**src/hw/mipsPkg.sv**
```systemverilog
package mipsPkg;

    localparam int DataWidth    = 32;   // Machine word
    localparam int RegAddrWidth = 5;    // 32 architectural registers
    localparam int ImmWidth     = 16;
    localparam int TargetWidth  = 26;

    ////////////////////////////////////////////////////////////////////////////
    // Instruction encodings
    ////////////////////////////////////////////////////////////////////////////

    typedef logic [5:0] opcodeT;

    localparam opcodeT OpRType = 6'b000000;  // ALU operation chosen by funct
    localparam opcodeT OpAddi  = 6'b001000;
    localparam opcodeT OpLw    = 6'b100011;
    localparam opcodeT OpSw    = 6'b101011;
    localparam opcodeT OpBeq   = 6'b000100;
    localparam opcodeT OpBne   = 6'b000101;
    localparam opcodeT OpJ     = 6'b000010;

    typedef logic [5:0] functT;

    localparam functT FnAdd = 6'b100000;
    localparam functT FnSub = 6'b100010;
    localparam functT FnAnd = 6'b100100;
    localparam functT FnOr  = 6'b100101;
    localparam functT FnSlt = 6'b101010;

    // Operation class from the main decoder
    typedef enum logic [1:0] {
        AluAdd   = 2'b00,   // Address calc and ADDI
        AluSub   = 2'b01,   // Branch compare
        AluFunct = 2'b10    // Look at funct
    } aluOpT;

    // Resolved ALU operation inside execute
    typedef enum logic [2:0] {
        AluCtlAdd,
        AluCtlSub,
        AluCtlAnd,
        AluCtlOr,
        AluCtlSlt
    } aluCtlT;

    ////////////////////////////////////////////////////////////////////////////
    // Instruction word views
    ////////////////////////////////////////////////////////////////////////////

    typedef struct packed {
        opcodeT                  opcode;
        logic [RegAddrWidth-1:0] rs;
        logic [RegAddrWidth-1:0] rt;
        logic [RegAddrWidth-1:0] rd;
        logic [4:0]              shamt;    // Unused by this subset
        functT                   funct;
    } rTypeT;

    typedef struct packed {
        opcodeT                  opcode;
        logic [RegAddrWidth-1:0] rs;
        logic [RegAddrWidth-1:0] rt;
        logic [ImmWidth-1:0]     imm;
    } iTypeT;

    typedef struct packed {
        opcodeT                 opcode;
        logic [TargetWidth-1:0] target;    // Word index within region
    } jTypeT;

    typedef union packed {
        rTypeT r;
        iTypeT i;
        jTypeT j;
    } instrT;

endpackage

```
**src/hw/decodeStage.sv**
```systemverilog
`timescale 1ns/1ps

module decodeStage (
    input  logic                              clk,
    input  logic                              arstN,
    input  logic [mipsPkg::DataWidth-1:0]     fdInstr,
    input  logic [mipsPkg::DataWidth-1:0]     fdPc,
    input  logic                              redirect,    // Squash the word in decode
    input  logic                              wbEn,
    input  logic [mipsPkg::RegAddrWidth-1:0]  wbReg,
    input  logic [mipsPkg::DataWidth-1:0]     wbData,
    output logic                              deRegWrite,
    output logic                              deMemRead,
    output logic                              deMemWrite,
    output logic                              deMemToReg,
    output logic                              deAluSrc,
    output logic                              deBranchEq,
    output logic                              deBranchNe,
    output logic                              deJump,
    output mipsPkg::aluOpT                    deAluOp,
    output logic [mipsPkg::DataWidth-1:0]     deRsVal,
    output logic [mipsPkg::DataWidth-1:0]     deRtVal,
    output logic [mipsPkg::DataWidth-1:0]     deImm,
    output mipsPkg::functT                    deFunct,
    output logic [mipsPkg::RegAddrWidth-1:0]  deDestReg,
    output logic [mipsPkg::TargetWidth-1:0]   deTarget,
    output logic [mipsPkg::DataWidth-1:0]     dePc
);

    import mipsPkg::*;

    instrT instr;
    logic  regDest, branchEq, branchNe, memRead, memToReg, memWrite;
    logic  aluSrc, regWrite, jump;
    aluOpT aluOp;

    logic [DataWidth-1:0]    regFile [32];
    logic [DataWidth-1:0]    rsVal;
    logic [DataWidth-1:0]    rtVal;
    logic [DataWidth-1:0]    immExt;
    logic [RegAddrWidth-1:0] destReg;

    assign instr = fdInstr;

    mainDecoder uDecoder (
        .opcode   (instr.r.opcode),
        .regDest  (regDest),
        .branchEq (branchEq),
        .branchNe (branchNe),
        .memRead  (memRead),
        .memToReg (memToReg),
        .memWrite (memWrite),
        .aluSrc   (aluSrc),
        .regWrite (regWrite),
        .jump     (jump),
        .aluOp    (aluOp)
    );

    ////////////////////////////////////////////////////////////////////////////
    // Register file
    ////////////////////////////////////////////////////////////////////////////

    always_ff @(posedge clk)
    begin
        if (wbEn)      // Never asserted for r0
            regFile[wbReg] <= wbData;
    end

    // Same-cycle writeback is forwarded to the read
    always_comb
    begin
        if (instr.i.rs == '0)
            rsVal = '0;
        else if (wbEn && wbReg == instr.i.rs)
            rsVal = wbData;
        else
            rsVal = regFile[instr.i.rs];

        if (instr.i.rt == '0)
            rtVal = '0;
        else if (wbEn && wbReg == instr.i.rt)
            rtVal = wbData;
        else
            rtVal = regFile[instr.i.rt];
    end

    assign immExt  = {{(DataWidth-ImmWidth){instr.i.imm[ImmWidth-1]}}, instr.i.imm};
    assign destReg = regDest ? instr.r.rd : instr.r.rt;

    ////////////////////////////////////////////////////////////////////////////
    // Decode to execute register
    ////////////////////////////////////////////////////////////////////////////

    always_ff @(posedge clk or negedge arstN)
    begin
        if (!arstN)
        begin
            {deRegWrite, deMemRead, deMemWrite, deMemToReg} <= '0;
            {deAluSrc, deBranchEq, deBranchNe, deJump}      <= '0;
            deAluOp <= AluAdd;
        end
        else if (redirect)     // Wrong path becomes NOP
        begin
            {deRegWrite, deMemRead, deMemWrite, deMemToReg} <= '0;
            {deAluSrc, deBranchEq, deBranchNe, deJump}      <= '0;
            deAluOp <= AluAdd;
        end
        else
        begin
            {deRegWrite, deMemRead, deMemWrite, deMemToReg} <=
                {regWrite, memRead, memWrite, memToReg};
            {deAluSrc, deBranchEq, deBranchNe, deJump} <= {aluSrc, branchEq, branchNe, jump};
            deAluOp <= aluOp;
        end
    end

    // Operands and fields
    always_ff @(posedge clk)
    begin
        deRsVal   <= rsVal;
        deRtVal   <= rtVal;
        deImm     <= immExt;
        deFunct   <= instr.r.funct;
        deDestReg <= destReg;
        deTarget  <= instr.j.target;
        dePc      <= fdPc;
    end

endmodule

```
**src/hw/executeStage.sv**
```systemverilog
`timescale 1ns/1ps

module executeStage (
    input  logic                              deRegWrite,
    input  logic                              deMemRead,
    input  logic                              deMemWrite,
    input  logic                              deMemToReg,
    input  logic                              deAluSrc,
    input  logic                              deBranchEq,
    input  logic                              deBranchNe,
    input  logic                              deJump,
    input  mipsPkg::aluOpT                    deAluOp,
    input  logic [mipsPkg::DataWidth-1:0]     deRsVal,
    input  logic [mipsPkg::DataWidth-1:0]     deRtVal,
    input  logic [mipsPkg::DataWidth-1:0]     deImm,
    input  mipsPkg::functT                    deFunct,
    input  logic [mipsPkg::RegAddrWidth-1:0]  deDestReg,
    input  logic [mipsPkg::TargetWidth-1:0]   deTarget,
    input  logic [mipsPkg::DataWidth-1:0]     dePc,
    output logic [mipsPkg::DataWidth-1:0]     dmemAddr,
    output logic [mipsPkg::DataWidth-1:0]     dmemWData,
    output logic                              dmemWe,
    input  logic [mipsPkg::DataWidth-1:0]     dmemRData,
    output logic                              redirect,
    output logic [mipsPkg::DataWidth-1:0]     redirectPc,
    output logic                              wbEn,
    output logic [mipsPkg::RegAddrWidth-1:0]  wbReg,
    output logic [mipsPkg::DataWidth-1:0]     wbData
);

    import mipsPkg::*;

    aluCtlT               aluCtl;
    logic [DataWidth-1:0] aluB;
    logic [DataWidth-1:0] aluResult;
    logic                 aluZero;
    logic [DataWidth-1:0] pcPlus4;
    logic [DataWidth-1:0] branchTarget;
    logic [DataWidth-1:0] jumpTarget;
    logic                 branchTaken;
    logic [DataWidth-1:0] loadData;

    ////////////////////////////////////////////////////////////////////////////
    // ALU
    ////////////////////////////////////////////////////////////////////////////

    always_comb
    begin
        case (deAluOp)
            AluSub:   aluCtl = AluCtlSub;
            AluFunct:
            begin
                case (deFunct)
                    FnSub:   aluCtl = AluCtlSub;
                    FnAnd:   aluCtl = AluCtlAnd;
                    FnOr:    aluCtl = AluCtlOr;
                    FnSlt:   aluCtl = AluCtlSlt;
                    default: aluCtl = AluCtlAdd;   // FnAdd and unsupported funct
                endcase
            end
            default:  aluCtl = AluCtlAdd;
        endcase
    end

    assign aluB = deAluSrc ? deImm : deRtVal;

    always_comb
    begin
        case (aluCtl)
            AluCtlSub: aluResult = deRsVal - aluB;
            AluCtlAnd: aluResult = deRsVal & aluB;
            AluCtlOr:  aluResult = deRsVal | aluB;
            AluCtlSlt: aluResult = DataWidth'($signed(deRsVal) < $signed(aluB));
            default:   aluResult = deRsVal + aluB;
        endcase
    end

    assign aluZero = (aluResult == '0);

    ////////////////////////////////////////////////////////////////////////////
    // Control flow
    ////////////////////////////////////////////////////////////////////////////

    assign pcPlus4      = dePc + DataWidth'(4);
    assign branchTarget = pcPlus4 + {deImm[DataWidth-3:0], 2'b00};   // Word offset
    assign jumpTarget   = {pcPlus4[DataWidth-1:TargetWidth+2], deTarget, 2'b00};
    assign branchTaken  = (deBranchEq & aluZero) | (deBranchNe & ~aluZero);

    assign redirect   = branchTaken | deJump;
    assign redirectPc = deJump ? jumpTarget : branchTarget;

    // Data memory port
    assign dmemAddr  = aluResult;
    assign dmemWData = deRtVal;
    assign dmemWe    = deMemWrite;    // Write lands at the closing edge
    assign loadData  = deMemRead ? dmemRData : '0;

    // Writeback keeps r0 at zero
    assign wbEn   = deRegWrite && (deDestReg != '0);
    assign wbReg  = deDestReg;
    assign wbData = deMemToReg ? loadData : aluResult;

endmodule

```
**src/hw/fetchStage.sv**
```systemverilog
`timescale 1ns/1ps

module fetchStage (
    input  logic                           clk,
    input  logic                           arstN,
    input  logic                           redirect,    // Taken branch or jump in execute
    input  logic [mipsPkg::DataWidth-1:0]  redirectPc,
    output logic [mipsPkg::DataWidth-1:0]  imemAddr,
    input  logic [mipsPkg::DataWidth-1:0]  imemData,
    output logic [mipsPkg::DataWidth-1:0]  fdInstr,
    output logic [mipsPkg::DataWidth-1:0]  fdPc
);

    import mipsPkg::*;

    logic [DataWidth-1:0] pc;
    logic [DataWidth-1:0] pcNext;

    assign pcNext   = redirect ? redirectPc : pc + DataWidth'(4);
    assign imemAddr = pc;   // Combinational instruction port

    always_ff @(posedge clk or negedge arstN)
    begin
        if (!arstN)
        begin
            pc      <= '0;
            fdInstr <= '0;     // NOP
        end
        else
        begin
            pc <= pcNext;
            // Wrong-path word is dropped
            if (redirect)
                fdInstr <= '0;
            else
                fdInstr <= imemData;
        end
    end

    // Address travels with its word
    always_ff @(posedge clk)
    begin
        fdPc <= pc;
    end

endmodule

```
**src/hw/mainDecoder.sv**
```systemverilog
`timescale 1ns/1ps

module mainDecoder (
    input  mipsPkg::opcodeT opcode,
    output logic            regDest,    // rd instead of rt
    output logic            branchEq,
    output logic            branchNe,
    output logic            memRead,
    output logic            memToReg,   // Load data to writeback
    output logic            memWrite,
    output logic            aluSrc,     // Immediate as second operand
    output logic            regWrite,
    output logic            jump,
    output mipsPkg::aluOpT  aluOp
);

    import mipsPkg::*;

    always_comb
    begin
        // Everything off unless the opcode says otherwise
        regDest  = 1'b0;
        branchEq = 1'b0;
        branchNe = 1'b0;
        memRead  = 1'b0;
        memToReg = 1'b0;
        memWrite = 1'b0;
        aluSrc   = 1'b0;
        regWrite = 1'b0;
        jump     = 1'b0;
        aluOp    = AluAdd;

        case (opcode)
            OpRType:
            begin
                regDest  = 1'b1;
                regWrite = 1'b1;
                aluOp    = AluFunct;
            end
            OpAddi:
            begin
                aluSrc   = 1'b1;
                regWrite = 1'b1;
            end
            OpLw:
            begin
                memRead  = 1'b1;
                memToReg = 1'b1;
                aluSrc   = 1'b1;   // Base plus offset
                regWrite = 1'b1;
            end
            OpSw:
            begin
                memWrite = 1'b1;
                aluSrc   = 1'b1;
            end
            OpBeq:
            begin
                branchEq = 1'b1;
                aluOp    = AluSub;  // Zero result means equal
            end
            OpBne:
            begin
                branchNe = 1'b1;
                aluOp    = AluSub;
            end
            OpJ:
            begin
                jump = 1'b1;
            end
            default:
            begin
                // Unknown opcode behaves as NOP
            end
        endcase
    end

endmodule

```
**src/hw/mipsCore.sv**
```systemverilog
`timescale 1ns/1ps

module mipsCore (
    input  logic                              clk,
    input  logic                              arstN,
    output logic [mipsPkg::DataWidth-1:0]     imemAddr,
    input  logic [mipsPkg::DataWidth-1:0]     imemData,
    output logic [mipsPkg::DataWidth-1:0]     dmemAddr,
    output logic [mipsPkg::DataWidth-1:0]     dmemWData,
    output logic                              dmemWe,
    input  logic [mipsPkg::DataWidth-1:0]     dmemRData,
    output logic                              wbEn,       // Retire strobe
    output logic [mipsPkg::RegAddrWidth-1:0]  wbReg,
    output logic [mipsPkg::DataWidth-1:0]     wbData
);

    import mipsPkg::*;

    // Fetch to decode
    logic [DataWidth-1:0] fdInstr, fdPc;

    // Decode to execute
    logic deRegWrite, deMemRead, deMemWrite, deMemToReg;
    logic deAluSrc, deBranchEq, deBranchNe, deJump;
    aluOpT                   deAluOp;
    logic [DataWidth-1:0]    deRsVal, deRtVal, deImm, dePc;
    functT                   deFunct;
    logic [RegAddrWidth-1:0] deDestReg;
    logic [TargetWidth-1:0]  deTarget;

    // Execute back to fetch and decode
    logic                 redirect;
    logic [DataWidth-1:0] redirectPc;

    fetchStage uFetch (
        .clk, .arstN, .redirect, .redirectPc,
        .imemAddr, .imemData, .fdInstr, .fdPc
    );

    decodeStage uDecode (
        .clk, .arstN, .fdInstr, .fdPc, .redirect,
        .wbEn, .wbReg, .wbData,
        .deRegWrite, .deMemRead, .deMemWrite, .deMemToReg,
        .deAluSrc, .deBranchEq, .deBranchNe, .deJump, .deAluOp,
        .deRsVal, .deRtVal, .deImm, .deFunct, .deDestReg, .deTarget, .dePc
    );

    executeStage uExecute (
        .deRegWrite, .deMemRead, .deMemWrite, .deMemToReg,
        .deAluSrc, .deBranchEq, .deBranchNe, .deJump, .deAluOp,
        .deRsVal, .deRtVal, .deImm, .deFunct, .deDestReg, .deTarget, .dePc,
        .dmemAddr, .dmemWData, .dmemWe, .dmemRData,
        .redirect, .redirectPc,
        .wbEn, .wbReg, .wbData
    );

endmodule

```
**config.mk**
```make
export PLATFORM = sky130hd
export DESIGN_NAME = mipsCore
export DESIGN_NICKNAME = d
export VERILOG_FILES = /design/src/hw/mipsPkg.sv /design/src/hw/decodeStage.sv /design/src/hw/executeStage.sv /design/src/hw/fetchStage.sv /design/src/hw/mainDecoder.sv /design/src/hw/mipsCore.sv
export SDC_FILE = /design/constraint.sdc
export NUM_CORES = 2
export LEC_CHECK = 0
export ABC_AREA = 1
export ABC_CLOCK_PERIOD_IN_PS = 6940
export BUFFER_PORTS_ARGS = -buffer_cell sky130_fd_sc_hd__clkbuf_2
export CAP_MARGIN = 10
export CORE_MARGIN = 4
export CORE_UTILIZATION = 35
export DETAILED_ROUTE_END_ITERATION = 16
export HOLD_SLACK_MARGIN = 0.05
export PLACE_DENSITY = 0.47
export SYNTH_ARGS = -nofsm -noshare
export SYNTH_HDL_FRONTEND = slang
export SYNTH_SLANG_ARGS = --single-unit
```
**constraint.sdc**
```tcl
create_clock -name clk -period 6.94 [get_ports clk]
set_input_delay 0.347 -clock clk [delete_from_list [all_inputs] [get_ports clk]]
set_output_delay 0.347 -clock clk [all_outputs]
set_load 0.03 [all_outputs]
```
==> summary.txt <==
Clock network
  – CTS tree: done
  – Htree depth: 4
  – Worst skew pair latency: 0.81 ns
  – Clock transition at the registers of the reported paths: 0.06 ns
  – CTS Sinks: 1256
  – # Post-CTS Setup Buffers: 0
  – Clock Root Buffer: clkbuf_16
  – CTS max path bufs: 3
  – TritonCTS buffer count: 147

Die
  – Core Rows: 160
  – Starting Density: 35.2%
  – Die area: 0.198 mm²
  – Die width: 445 µm
  – DIE HEIGHT: 445 µm
  – Core area: 0.190 mm²
  – # IOs: 201

STA
  – Pins over their slew limit: 0
  – Slew @ Worst Pin: 1.27 ns
  – Slew margin rel.: 14.3%
  – Fin crit share: 86.9%
  – RSZ-0062 raised after global routing: false
  – Minimum clock period: 6.03 ns
  – Worst Skew: 0.0361 ns
  – Setup TNS: 0 ns
  – Worst hold margin: 0.223 ns
  – FMAX: 166 MHz
  – Final Hold Viols: 0
  – # setup viols final: 0

Power and ir drop
  – Maximum vdd drop: 0.240 mV
  – Static leakage: 29.6 nW
  – PwrDens: 333 mW/mm²

Drt
  – Routed Antenna Nets: 0
  – Final wirelength: 279 mm
  – Vias/cell: 5.65
  – Detailed-route wire length per cell: 26.7 µm
  – Initial DRT Pass Iterations: 6
  – Number of remaining DRC errors: 0
  – Via count of the routed design: 58999
  – Initial DRC Count: 7013

GRT
  – Largest net degree at the start of global routing: 176
  – GRT Total Usage: 27.4%
  – Grt total ovfl: 0
  – First-pass GRT wire length: 397 mm
  – Vias in the first global route: 55063
  – Antenna violations before repair: 11

Placed design
  – Placer's final routability congestion estimate: 0.943
  – Dpl cells: 10148
  – Input/output buffers: 200
  – Dpl hpwl: 178 mm

Setup path
  – Worst path required time: 6.59 ns
  – Worst setup startpoint: uDecode.deAluSrc$_DFF_PN0_
  – Slowest cell on the critical path: nand2_1
  – Worst Path Class, Setup: reg2out
  – Critical path capture point type: output port
  – R2R setup slack: 1.24 ns
  – Crit-path cells: buf_4 > nand2_1 > clkinv_1 > a21oi_1 > ha_1 > nor2_1 > inv_1 > nor2_1 > a21oi_1 > nand2_1 > nand2_1 > nand3_1 > nand3_1 > nand3_1 > nand2_1 > nand2_1 > clkbuf_2
  – CP dominant cell by count: nand2_1
  – Reg2Reg Launch Point: uDecode.deAluSrc$_DFF_PN0_
  – CP arrival: 5.69 ns
  – Worst-path maximum fanout: 22
  – CP peak stage delay: 0.74 ns
  – Startpoint class of the critical path: flip-flop

Hold path
  – Tightest Hold Check Type: in2reg
  – Worst hold start: dmemRData[7]

Finish
  – Post-Layout Cell Count: 10450
  – Syn-to-layout area delta: 13.6%
  – Nets: 8021
  – Most common cell after layout, fill and taps aside: nand2_1
  – Most frequent cells in the layout: nand2_1 (1335), o21ai_0 (1178), edfxtp_1 (1024)
  – Share of post-route cells with drive strength above 1: 8.48%

Synthesis
  – Ys async rst share: 5.81%
  – Ys Warns: 0
  – Mapped cell area: 0.0670 mm²
  – Register area share after synthesis: 53.4%
  – Yosys cell types: 47
  – Number of flops mapped to enable cells by yosys: 1024
  – Top FF cell, synth: edfxtp_1
  – Cell count after synthesis: 7763
  – Yosys reg bits: 1256
  – Syn Area/Cell: 8.62 µm²

Run status
  – Run status: complete, no violations

Flow run
  – Reported max-cap violation count: 0
## logic make-up after synthesis
kind of cell	count (synthesis)	synth area share (%)
fa+ha+maj	133	2.52
other cells	1	0.00560
xor+xnor	88	1.15
flops	1256	53.4
buf+inv	1390	7.90
simple gates	2630	16.5
compound gates	2265	18.5
## final timing paths
kind,to,cells after the start
worst min-delay path,uDecode.deRtVal[7]$_SDFF_PN0_,5
worst max-delay path,wbData[24],17
worst min register to register,uDecode.dePc[0]$_DFF_P_,0
max in group asynchronous,uFetch.fdInstr[24]$_DFF_PN0_,2
worst max register to register,uFetch.imemAddr[24]$_DFF_PN0_,23
min in group asynchronous,uFetch.fdInstr[8]$_DFF_PN0_,2
## area by class of cell
type	count	area, µm²
Timing Repair Buffer	393	2720
Inverter	876	3300
Sequential cell	1256	35800
Antenna cell	2	5.00
Multi-Input combinational cell	5148	26400
Clock buffer	203	4070
Clock inverter	61	557
Fill cell	18884	114000
Tap cell	2511	3140
## power by group
group	internal, mW	leakage, nW	switching [mW]
Combinational	1.87	15.9	5.79
Clock	4.36	2.25	3.19
Sequential	9.63	11.5	0.483
Total	15.9	29.6	9.46
## state kept, by name, summed over array words and instances (netlist names), 2 cells and up
register / flops
uDecode.deAluOp: 2
uDecode.deDestReg: 5
uDecode.deImm: 15
uDecode.dePc: 32
uDecode.deRsVal: 32
uDecode.deRtVal: 32
uDecode.deTarget: 11
uDecode.regFile: 1024
uFetch.fdInstr: 32
uFetch.fdPc: 32
uFetch.imemAddr: 32
## synth_stat cells (3+ instances only)
library cell  number  share of area, %
a211oi_1          16              0.18
a21o_1             4             0.045
a21oi_1          564               4.2
a31oi_1           52              0.49
a32o_1             4             0.060
and2_1             6             0.056
and3_1             8             0.075
buf_1             80              0.45
buf_2             39              0.29
buf_4              6             0.067
clkbuf_1         389               2.2
clkinv_1           3             0.017
dfrtp_1           73               2.7
dfxtp_1          159               4.8
edfxtp_1        1024                46
fa_1               3             0.090
ha_1             130               2.4
inv_1            862               4.8
inv_2             11             0.062
nand2_1         1335               7.5
nand2_2            4             0.037
nand3_1          429               3.2
nand3_2            5             0.075
nand3b_1          18              0.20
nand4_1          123               1.1
nor2_1           628               3.5
nor3_1            34              0.25
nor4_1             8             0.075
o211ai_1         273               3.1
o21ai_0         1191               8.9
o21bai_1           5             0.056
o22ai_1          134               1.3
o31ai_1           19              0.21
or2_2             22              0.21
xnor2_1           35              0.46
xor2_1            53              0.69
## worst max-delay path, delay by kind of cell (launching register included)
family / cells / cell delay (ns)
simple gates: 10 / 2.16
buf+inv: 4 / 1.26
compound gates: 2 / 0.63
fa+ha+maj: 1 / 0.46
flops: 1 / 0.35
## stage by stage
step / setup slack, ns / power, mW / utilization (%) / instance area [µm²]
after floorplan: 1.78 / 14.6 / - / 67100
after global placement: 1.38 / 17.8 / 37.3 / 71000
after detailed placement: 1.42 / 17.8 / 37.4 / 71000
after CTS: 0.873 / 25.4 / 40.0 / 76000
after global routing: 0.677 / 26.5 / 40.0 / 76000
final: 0.907 / 25.3 / 40.0 / 76000
## routing by layer
metal | global-route usage (%) | vias to the layer above | part of all wire (%)
met4 | 9.85 | 6 | 3.6
met5 | 0 | - | 0.015
met3 | 3.82 | 504 | 7.2
li1 | - | 26907 | -
met2 | 43.0 | 2648 | 45
met1 | 38.7 | 28934 | 44
## what timing repair did
item / in CTS / in global routing
hold endpoints to repair: 107 / 0
hold buffers: 35 / 0
gates resized for setup: 0 / 0
No activity file was read; power rests on OpenSTA's default activity.
